<file path="config.mk">
export PLATFORM = sky130hd
export DESIGN_NAME = multDivUnit
export DESIGN_NICKNAME = d
export VERILOG_FILES = /design/src/rtl/mdPkg.sv /design/src/rtl/multDivUnit.sv /design/src/rtl/mdSequencer.sv /design/src/rtl/resultFormat.sv /design/src/rtl/nonRestoringDivider.sv /design/src/rtl/shiftAddMultiplier.sv /design/src/rtl/operandPrep.sv
export SDC_FILE = /design/constraint.sdc
export NUM_CORES = 1
export LEC_CHECK = 0
export ABC_AREA = 1
export BUFFER_PORTS_ARGS = -buffer_cell sky130_fd_sc_hd__buf_4
export CAP_MARGIN = 40
export CORE_MARGIN = 10
export CORE_UTILIZATION = 50
export CTS_CLUSTER_DIAMETER = 50
export CTS_CLUSTER_SIZE = 40
export DETAILED_ROUTE_END_ITERATION = 12
export GPL_ROUTABILITY_DRIVEN = 0
export PLACE_DENSITY = 0.65
export SLEW_MARGIN = 20
export SYNTH_ARGS = -nofsm -noshare
export SYNTH_HDL_FRONTEND = slang
export SYNTH_SLANG_ARGS = --single-unit
</file>
<file path="constraint.sdc">
create_clock -name clk -period 8.5 [get_ports clk]
set_input_delay 0.425 -clock clk [delete_from_list [all_inputs] [get_ports clk]]
set_output_delay 0.425 -clock clk [all_outputs]
set_load 0.005 [all_outputs]
</file>
<file path="src/rtl/mdPkg.sv">
`default_nettype none

package mdPkg;

  localparam int XLen           = 32;
  localparam int CountWidth     = 6;
  localparam int MaxRespCredits = 2;
  localparam int ReqCredits     = 1;

  // bit 2 set for the divide family
  typedef enum logic [2:0] {
    opMul    = 3'b000,
    opMulh   = 3'b001,
    opMulhsu = 3'b010,
    opMulhu  = 3'b011,
    opDiv    = 3'b100,
    opDivu   = 3'b101,
    opRem    = 3'b110,
    opRemu   = 3'b111
  } mdOp_t;

  // lOp is the divisor, rOp the dividend
  typedef struct packed {
    mdOp_t           op;
    logic [XLen-1:0] lOp;
    logic [XLen-1:0] rOp;
  } mdReq_t;

  typedef struct packed {
    mdOp_t           op;
    logic [XLen-1:0] magL;
    logic [XLen-1:0] magR;
    logic            negResult;
    logic            negRem;
    logic            divByZero;
    logic            divOverflow;
  } mdOperands_t;

  typedef struct packed {
    logic [XLen-1:0] result;
    logic            divByZero;
    logic            divOverflow;
  } mdResp_t;

endpackage

`default_nettype wire
</file>
<file path="src/rtl/multDivUnit.sv">
`timescale 1ns/1ns
`default_nettype none

module multDivUnit (
  input  logic           clk,
  input  logic           reset,
  input  mdPkg::mdReq_t  req,
  input  logic           reqValid,
  output logic           reqCredit,
  output mdPkg::mdResp_t resp,
  output logic           respValid,
  input  logic           respCredit
);
  import mdPkg::*;

  mdReq_t            heldReq;
  mdOperands_t       ops;
  mdResp_t           formatted;
  logic              startMul;
  logic              startDiv;
  logic              mulDone;
  logic              divDone;
  logic [2*XLen-1:0] product;
  logic [XLen-1:0]   quotient;
  logic [XLen-1:0]   remainder;

  mdSequencer i_sequencer (
    .clk        (clk),
    .reset      (reset),
    .req        (req),
    .reqValid   (reqValid),
    .reqCredit  (reqCredit),
    .respCredit (respCredit),
    .respValid  (respValid),
    .resp       (resp),
    .heldReq    (heldReq),
    .startMul   (startMul),
    .startDiv   (startDiv),
    .mulDone    (mulDone),
    .divDone    (divDone),
    .formatted  (formatted)
  );

  operandPrep i_operandPrep (
    .req (heldReq),
    .ops (ops)
  );

  // lOp drives multiplicand and divisor, rOp multiplier and dividend
  shiftAddMultiplier i_multiplier (
    .clk          (clk),
    .reset        (reset),
    .startMul     (startMul),
    .multiplicand (ops.magL),
    .multiplier   (ops.magR),
    .done         (mulDone),
    .product      (product)
  );

  nonRestoringDivider i_divider (
    .clk       (clk),
    .reset     (reset),
    .startDiv  (startDiv),
    .dividend  (ops.magR),
    .divisor   (ops.magL),
    .done      (divDone),
    .quotient  (quotient),
    .remainder (remainder)
  );

  resultFormat i_resultFormat (
    .ops       (ops),
    .product   (product),
    .quotient  (quotient),
    .remainder (remainder),
    .resp      (formatted)
  );

endmodule

`default_nettype wire

</file>
<file path="src/rtl/mdSequencer.sv">
`timescale 1ns/1ns
`default_nettype none

module mdSequencer (
  input  logic           clk,
  input  logic           reset,
  input  mdPkg::mdReq_t  req,
  input  logic           reqValid,
  output logic           reqCredit,
  input  logic           respCredit,
  output logic           respValid,
  output mdPkg::mdResp_t resp,
  output mdPkg::mdReq_t  heldReq,
  output logic           startMul,
  output logic           startDiv,
  input  logic           mulDone,
  input  logic           divDone,
  input  mdPkg::mdResp_t formatted
);
  import mdPkg::*;

  typedef enum logic [1:0] {
    idle,
    busy,
    holding,
    sending
  } seqState_t;

  seqState_t                           state;
  logic [$clog2(MaxRespCredits+1)-1:0] respCredits;
  logic [$clog2(ReqCredits+1)-1:0]     reqCreditsOut;
  logic                                accept;
  logic                                engineDone;
  logic                                grantReq;
  logic                                spendResp;

  assign accept     = (state == idle) && reqValid;
  assign engineDone = (state == busy) && (mulDone || divDone);
  assign spendResp  = (state == holding) && (respCredits != '0);

  // next credit goes out in the cycle after the response leaves
  assign grantReq = ((state == idle) || (state == sending)) && (reqCreditsOut < ReqCredits);

  always_ff @(posedge clk) begin
    if (reset) begin
      state     <= idle;
      startMul  <= 1'b0;
      startDiv  <= 1'b0;
      respValid <= 1'b0;
      reqCredit <= 1'b0;
    end else begin
      startMul  <= 1'b0;
      startDiv  <= 1'b0;
      respValid <= 1'b0;
      reqCredit <= grantReq;
      case (state)
        idle: begin
          if (accept) begin
            state    <= busy;
            startDiv <= req.op[2];
            startMul <= !req.op[2];
          end
        end
        busy: begin
          if (engineDone) state <= holding;
        end
        holding: begin
          if (spendResp) begin
            respValid <= 1'b1;
            state     <= sending;
          end
        end
        default: begin
          state <= idle;
        end
      endcase
    end
  end

  // outstanding request credits and saturating response credits
  always_ff @(posedge clk) begin
    if (reset) begin
      reqCreditsOut <= '0;
      respCredits   <= '0;
    end else begin
      if (grantReq && !accept) begin
        reqCreditsOut <= reqCreditsOut + 1'b1;
      end else if (accept && !grantReq) begin
        reqCreditsOut <= reqCreditsOut - 1'b1;
      end
      if (respCredit && !spendResp && (respCredits < MaxRespCredits)) begin
        respCredits <= respCredits + 1'b1;
      end else if (spendResp && !respCredit) begin
        respCredits <= respCredits - 1'b1;
      end
    end
  end

  // request and response registers
  always_ff @(posedge clk) begin
    if (accept) heldReq <= req;
    if (engineDone) resp <= formatted;
  end

  assert property (@(posedge clk) disable iff (reset)
    reqValid |-> (reqCreditsOut != '0))
    else $error("mdSequencer: reqValid without a request credit");

  // each response takes exactly one held credit
  assert property (@(posedge clk) disable iff (reset)
    respValid |-> ($past(respCredits) != '0) &&
                  (respCredits == $past(respCredits) - 1'b1 + $past(respCredit)))
    else $error("mdSequencer: respValid without spending a response credit");

endmodule

`default_nettype wire

</file>
<file path="src/rtl/resultFormat.sv">
`timescale 1ns/1ns
`default_nettype none

module resultFormat (
  input  mdPkg::mdOperands_t         ops,
  input  logic [2*mdPkg::XLen-1:0]   product,
  input  logic [mdPkg::XLen-1:0]     quotient,
  input  logic [mdPkg::XLen-1:0]     remainder,
  output mdPkg::mdResp_t             resp
);
  import mdPkg::*;

  logic [2*XLen-1:0] signedProd;
  logic [XLen-1:0]   signedQuot;
  logic [XLen-1:0]   signedRem;
  logic [XLen-1:0]   dividendVal;
  logic [XLen-1:0]   result;

  assign signedProd = ops.negResult ? -product : product;
  assign signedQuot = ops.negResult ? -quotient : quotient;
  assign signedRem  = ops.negRem ? -remainder : remainder;

  // dividend rebuilt from its magnitude for the divide-by-zero remainder
  assign dividendVal = ops.negRem ? -ops.magR : ops.magR;

  always_comb begin
    case (ops.op)
      opMul: begin
        result = signedProd[XLen-1:0];
      end
      opMulh, opMulhsu, opMulhu: begin
        result = signedProd[2*XLen-1:XLen];
      end
      opDiv, opDivu: begin
        result = signedQuot;
      end
      default: begin
        result = signedRem;
      end
    endcase
    // op bit 1 picks the remainder within the divide family
    if (ops.divByZero) begin
      result = ops.op[1] ? dividendVal : {XLen{1'b1}};
    end else if (ops.divOverflow) begin
      result = ops.op[1] ? {XLen{1'b0}} : {1'b1, {(XLen-1){1'b0}}};
    end
  end

  assign resp = '{result:      result,
                  divByZero:   ops.divByZero,
                  divOverflow: ops.divOverflow};

endmodule

`default_nettype wire

</file>
<file path="src/rtl/nonRestoringDivider.sv">
`timescale 1ns/1ns
`default_nettype none

module nonRestoringDivider (
  input  logic                   clk,
  input  logic                   reset,
  input  logic                   startDiv,
  input  logic [mdPkg::XLen-1:0] dividend,
  input  logic [mdPkg::XLen-1:0] divisor,
  output logic                   done,
  output logic [mdPkg::XLen-1:0] quotient,
  output logic [mdPkg::XLen-1:0] remainder
);
  import mdPkg::*;

  logic [CountWidth-1:0] count;
  logic [XLen-1:0]       divisorReg;
  logic [XLen:0]         partRem;
  logic [XLen-1:0]       quotReg;
  logic [XLen:0]         shifted;
  logic [XLen:0]         nextRem;
  logic                  iterate;
  logic                  correct;

  // count runs XLen+1 down to 1 and the last step corrects
  assign iterate = (count > CountWidth'(1));
  assign correct = (count == CountWidth'(1));

  // next dividend bit enters from the quotient register
  assign shifted = {partRem[XLen-1:0], quotReg[XLen-1]};

  // subtract while the remainder is non-negative, add back otherwise
  assign nextRem = partRem[XLen] ? shifted + {1'b0, divisorReg}
                                 : shifted - {1'b0, divisorReg};

  always_ff @(posedge clk) begin
    if (reset) begin
      count <= '0;
      done  <= 1'b0;
    end else begin
      done <= 1'b0;
      if (startDiv) begin
        count <= CountWidth'(XLen + 1);
      end else if (count != '0) begin
        count <= count - 1'b1;
        done  <= correct;
      end
    end
  end

  always_ff @(posedge clk) begin
    if (startDiv) begin
      divisorReg <= divisor;
      partRem    <= '0;
      quotReg    <= dividend;
    end else if (iterate) begin
      partRem <= nextRem;
      // quotient bit is set when the new remainder stays non-negative
      quotReg <= {quotReg[XLen-2:0], ~nextRem[XLen]};
    end else if (correct && partRem[XLen]) begin
      partRem <= partRem + {1'b0, divisorReg};
    end
  end

  assign quotient  = quotReg;
  assign remainder = partRem[XLen-1:0];

  // load, XLen steps and the correction, then a single done cycle
  assert property (@(posedge clk) disable iff (reset)
    startDiv |-> ##(XLen + 2) (done ##1 !done))
    else $error("nonRestoringDivider: done not a single cycle 34 cycles after start");

endmodule

`default_nettype wire

</file>
<file path="src/rtl/shiftAddMultiplier.sv">
`timescale 1ns/1ns
`default_nettype none

module shiftAddMultiplier (
  input  logic                     clk,
  input  logic                     reset,
  input  logic                     startMul,
  input  logic [mdPkg::XLen-1:0]   multiplicand,
  input  logic [mdPkg::XLen-1:0]   multiplier,
  output logic                     done,
  output logic [2*mdPkg::XLen-1:0] product
);
  import mdPkg::*;

  logic [CountWidth-1:0] count;
  logic [XLen-1:0]       mcand;
  logic [2*XLen-1:0]     prodReg;
  logic [XLen:0]         partialSum;

  // upper half plus multiplicand when the current multiplier bit is set
  assign partialSum = {1'b0, prodReg[2*XLen-1:XLen]} +
                      (prodReg[0] ? {1'b0, mcand} : {(XLen+1){1'b0}});

  // iteration counter, nonzero while busy
  always_ff @(posedge clk) begin
    if (reset) begin
      count <= '0;
      done  <= 1'b0;
    end else begin
      done <= 1'b0;
      if (startMul) begin
        count <= CountWidth'(XLen);
      end else if (count != '0) begin
        count <= count - 1'b1;
        done  <= (count == CountWidth'(1));
      end
    end
  end

  // low half starts as the multiplier and is shifted out bit by bit
  always_ff @(posedge clk) begin
    if (startMul) begin
      mcand   <= multiplicand;
      prodReg <= {{XLen{1'b0}}, multiplier};
    end else if (count != '0) begin
      prodReg <= {partialSum, prodReg[XLen-1:1]};
    end
  end

  assign product = prodReg;

  // sequencer must wait for done before the next start
  assert property (@(posedge clk) disable iff (reset)
    startMul |-> (count == '0))
    else $error("shiftAddMultiplier: startMul while busy");

endmodule

`default_nettype wire

</file>
<file path="src/rtl/operandPrep.sv">
`timescale 1ns/1ns
`default_nettype none

module operandPrep (
  input  mdPkg::mdReq_t      req,
  output mdPkg::mdOperands_t ops
);
  import mdPkg::*;

  logic            signedL;
  logic            signedR;
  logic            negL;
  logic            negR;
  logic [XLen-1:0] magL;
  logic [XLen-1:0] magR;
  logic            divByZero;
  logic            divOverflow;

  // signedness per opcode, MUL low half is the same either way
  always_comb begin
    case (req.op)
      opMulh, opDiv, opRem: begin
        signedL = 1'b1;
        signedR = 1'b1;
      end
      opMulhsu: begin
        signedL = 1'b1;
        signedR = 1'b0;
      end
      default: begin
        signedL = 1'b0;
        signedR = 1'b0;
      end
    endcase
  end

  assign negL = signedL & req.lOp[XLen-1];
  assign negR = signedR & req.rOp[XLen-1];

  // most negative value maps onto 2^(XLen-1), still fits unsigned
  assign magL = negL ? -req.lOp : req.lOp;
  assign magR = negR ? -req.rOp : req.rOp;

  assign divByZero   = req.op[2] && (req.lOp == '0);
  assign divOverflow = req.op[2] && signedR && (req.lOp == '1) &&
                       (req.rOp == {1'b1, {(XLen-1){1'b0}}});

  // remainder follows the dividend sign
  assign ops = '{op:          req.op,
                 magL:        magL,
                 magR:        magR,
                 negResult:   negL ^ negR,
                 negRem:      negR,
                 divByZero:   divByZero,
                 divOverflow: divOverflow};

endmodule

`default_nettype wire

</file>
==> reports/metrics.csv <==
stage;metric;value;unit
status;status;complete, no violations;
synth;Synth Register Bits;317;
detailed_routing;number of remaining DRC errors;0;
synth;Synth Area in Simple Gates;0.3113;
synth;mux share of post-synthesis cell area;0;
clocking;Clock H-tree levels;2;
power_and_ir_drop;total leakage power;12.94;nW
detailed_routing;drt via density;5.823;
grt;global-route wire length before repair;142.5;mm
detailed_routing;vias;26930;
synth;Synth Area in Compound Gates;0.1680;
power_and_ir_drop;overall power;12.71;mW
synth;largest family of logic cells by synthesized area;simple AND/OR/NAND/NOR gates;
timing;WHS;0.04249;ns
placed_design;Port Buffers;106;
power_and_ir_drop;PwrDens;431.8;nW/um^2
detailed_routing;total wire length;94.34;mm
timing;fin. max-slew vios;0;
setup_path;Crit Path Category;flip-flop to flip-flop;
detailed_routing;Final ANT Viol Nets;0;
layout;Nets;4101;
floorplanning;io pins;107;
timing;Setup Viol. Count Final;0;
layout;Design Area, Final;29440;um^2
placed_design;pre-CTS setup slack;4.277;ns
power_and_ir_drop;VDD IR max;0.2577;mV
grt;number of antenna violations at the first check in global routing;1;
setup_path;most frequent CP cell;nand2_1;
timing;Final Skew;0.04577;ns
timing;period utilization;0.5196;
setup_path;CP Data Arrival Time;4.77;ns
layout;Final Util;0.5833;
floorplanning;Rows;82;
synth;asr flop ratio synth;0;
clocking;post-CTS resize count;0;
timing;TNS Setup;0;ns
synth;number of synthesized flops with an enable pin;229;
synth;Yosys Warn Count;0;
timing;minimum clock period;4.416;ns
grt;met1 GRT Util;0.4329;
clocking;CTS tree;done;
synth;Unique masters post-synth;65;
layout;fin cells;4624;
clocking;CTS Buffer Depth;3;
layout;area delta synth->final;14.82;%
layout;layout cells sized above 1;0.07745;
setup_path;CP Max Fanout;53;
grt;vias in the first global route;24160;
synth;sequential area share after synthesis;0.3369;
clocking;latest clock arrival within the worst-skew pair;0.63;ns
floorplanning;die height;246.5;um
timing;worst slew pin tran;0.8627;ns
placed_design;DP HPWL;73.72;mm
floorplanning;core footprint;50480;um^2
setup_path;CP bufs+invs;5;
setup_path;slowest CP cell;buf_4;
setup_path;CP startpoint kind;flip-flop;
synth;Synth Area per Inst;6.816;um^2
grt;gr usage total;0.3015;
synth;Adder-Cell Fraction of Synth Area;0.05700;
clocking;total CTS buffers;45;
floorplanning;chip width;246.5;um
grt;global-route track usage on met3;0.05789;
clocking;clk sinks;317;
detailed_routing;1st-iter DRT viols;3808;
setup_path;cell family with most CP delay;buffers and inverters;
setup_path;Worst path max stage delay;0.57;ns
placed_design;placed cell area;27060;um^2
synth;Synth Area in XOR/XNOR;0.03689;
flow_run;maximum capacitance violations;0;
synth;Synth Instances;3762;
placed_design;Placed Cells incl. Taps;4469;
timing;setup ws final;4.084;ns
detailed_routing;First-pass DRT Iterations;7;
timing;fmax;0.2264;GHz
hold_path;type of the tightest min-delay check;input port to flip-flop;
setup_path;Critical Path End Type;flip-flop;
floorplanning;Starting Density;0.5080;
grt;largest net degree at the start of global routing;86;
clocking;post-CTS setup buffers;0;
clocking;CTS clk-pin slew, worst paths;0.07;ns
grt;met2 Track Usage GR;0.4379;
grt;gr ovfl total;0;
detailed_routing;WL per Instance;20.40;um
synth;Mapped Area;25640;um^2
setup_path;Cell Chain, Critical Path;buf_4 -> inv_2 -> nand2_1 -> nand2_1 -> nor2_2 -> nand2_1 -> nand2_2 -> buf_4 -> buf_4 -> inv_2 -> nor2_1 -> nand2_1 -> nand3_1 -> nand4_1 -> nand3_1 -> o21ai_0;
synth;Post-synth top flop;edfxtp_1;
synth;Mapped Nets;3948;
clocking;root buf cell;clkbuf_16;
timing;Final Hold Fails;0;
setup_path;Req. time, crit path;8.85;ns
timing;RSZ-0062 raised after global routing;no;
timing;Slew headroom;0.4196;
clocking;Hold Buf Count CTS;67;
floorplanning;area of the die;60740;um^2
grt;grt peak-use layer;met2;
## worst paths after layout
path,endpoint,slack (ns),depth (start not counted),start
max reg2reg,i_sequencer.resp[6]$_DFFE_PP_,4.08,16,i_sequencer.heldReq[65]$_DFFE_PP_
max,i_sequencer.resp[6]$_DFFE_PP_,4.08,16,i_sequencer.heldReq[65]$_DFFE_PP_
min reg2reg,i_sequencer.reqCredit$_SDFF_PP0_,0.47,1,i_sequencer.reqCreditsOut$_SDFFE_PP0P_
min,i_sequencer.reqCreditsOut$_SDFFE_PP0P_,0.04,2,reset
## sequential cells by signal, indices dropped and copies added (netlist names), 2 cells and up
signal / flops
i_divider.partRem: 33
i_divider.quotient: 32
i_sequencer.resp: 34
i_divider.divisorReg: 32
i_sequencer.heldReq: 67
i_sequencer.respCredits: 2
i_sequencer.state: 2
i_divider.count: 6
i_multiplier.count: 6
i_multiplier.mcand: 32
i_multiplier.product: 64
## report_power, final
group / leakage [nW] / switching [mW] / internal [mW]
clock: 0.772 / 0.886 / 1.08
sequential: 2.92 / 0.753 / 2.41
combinational: 9.25 / 5.16 / 2.42
## cells by family (layout without fill, tap and decap cells)
group / count (synthesis) / in the layout
AO/OA/AOI/OAI: 777 / 777
XOR/XNOR: 108 / 108
adder cells (fa/ha/maj): 115 / 115
buffers and inverters: 583 / 772
flip-flops: 317 / 317
other: 0 / 1
AND/OR/NAND/NOR: 1862 / 1862
## area by class of cell
type	count	area [um^2]
diodes	1	2.502
flip-flops and latches	317	8641
repair buffers	203	1794
well taps	672	840.8
fillers	4865	21040
clock buffers	49	1141
inverters	486	1828
multi-input cells	2862	14720
clock inverters	34	478.0
## per-layer routing
metal	part of all wire	wire, um
met5	0.00014	13
met4	0.041	3903
met3	0.11	10440
met2	0.41	38730
met1	0.44	41260
## cell usage after synthesis (all sizes together), types with 2 or more instances
library cell / instances / share of area
a21boi: 13 / 0.0038
buf: 37 / 0.0099
or2: 23 / 0.0056
a31oi: 22 / 0.0054
ha: 112 / 0.055
o211ai: 29 / 0.0087
edfxtp: 229 / 0.27
and3: 4 / 0.00098
clkbuf: 60 / 0.0088
o221ai: 7 / 0.0024
o21bai: 15 / 0.0044
nand3b: 14 / 0.0041
a21oi: 250 / 0.049
nand2: 895 / 0.13
o31ai: 7 / 0.0022
inv: 484 / 0.071
nor2: 469 / 0.072
clkinv: 2 / 0.00034
o2111ai: 2 / 0.00068
xnor2: 32 / 0.011
xor2: 76 / 0.026
nor3: 83 / 0.017
nand3: 288 / 0.058
a21o: 16 / 0.0047
nor3b: 3 / 0.00088
nor4: 19 / 0.0046
fa: 3 / 0.0023
o21ai: 374 / 0.074
a211oi: 5 / 0.0015
o21a: 11 / 0.0032
o22ai: 7 / 0.0017
o32ai: 4 / 0.0014
a221oi: 6 / 0.0020
a311oi: 5 / 0.0017
nand4: 59 / 0.014
and2: 3 / 0.00073
dfxtp: 88 / 0.069
## placed cells by master, fill, tap and decap left out, types with 6 or more instances in the layout
cell type,netlist,layout
nand2_1,877,875
inv_1,471,469
nor2_1,455,454
o21ai_0,339,338
nand3_1,282,282
a21oi_1,250,250
edfxtp_1,229,229
buf_4,6,128
ha_1,112,112
dfxtp_1,88,86
nor3_1,81,80
xor2_1,76,76
dlygate4sd3_1,0,67
nand4_1,59,59
clkbuf_16,0,45
xnor2_1,32,32
o21ai_1,28,28
o211ai_1,28,28
a31oi_1,22,22
or2_2,19,19
nor4_1,19,19
nand2_2,15,17
a21o_1,16,16
o21bai_1,15,15
inv_2,12,14
nand3b_1,14,14
o21a_1,11,11
clkinv_8,0,11
a21boi_0,10,10
o21ai_2,7,8
nor2_4,6,7
nor2_2,7,7
o22ai_1,7,7
o221ai_1,7,7
inv_8,0,7
o31ai_1,6,6
a221oi_1,6,6
## worst register-to-register path: stages (launching register included)
cell	delay [ns]
edfxtp_1	0.32
buf_4	0.35
inv_2	0.24
nand2_1	0.12
nand2_1	0.07
nor2_2	0.55
nand2_1	0.13
nand2_2	0.11
buf_4	0.34
buf_4	0.59
inv_2	0.50
nor2_1	0.37
nand2_1	0.09
nand3_1	0.08
nand4_1	0.07
nand3_1	0.14
o21ai_0	0.11
Note: power is estimated with default switching activity, not from simulation.
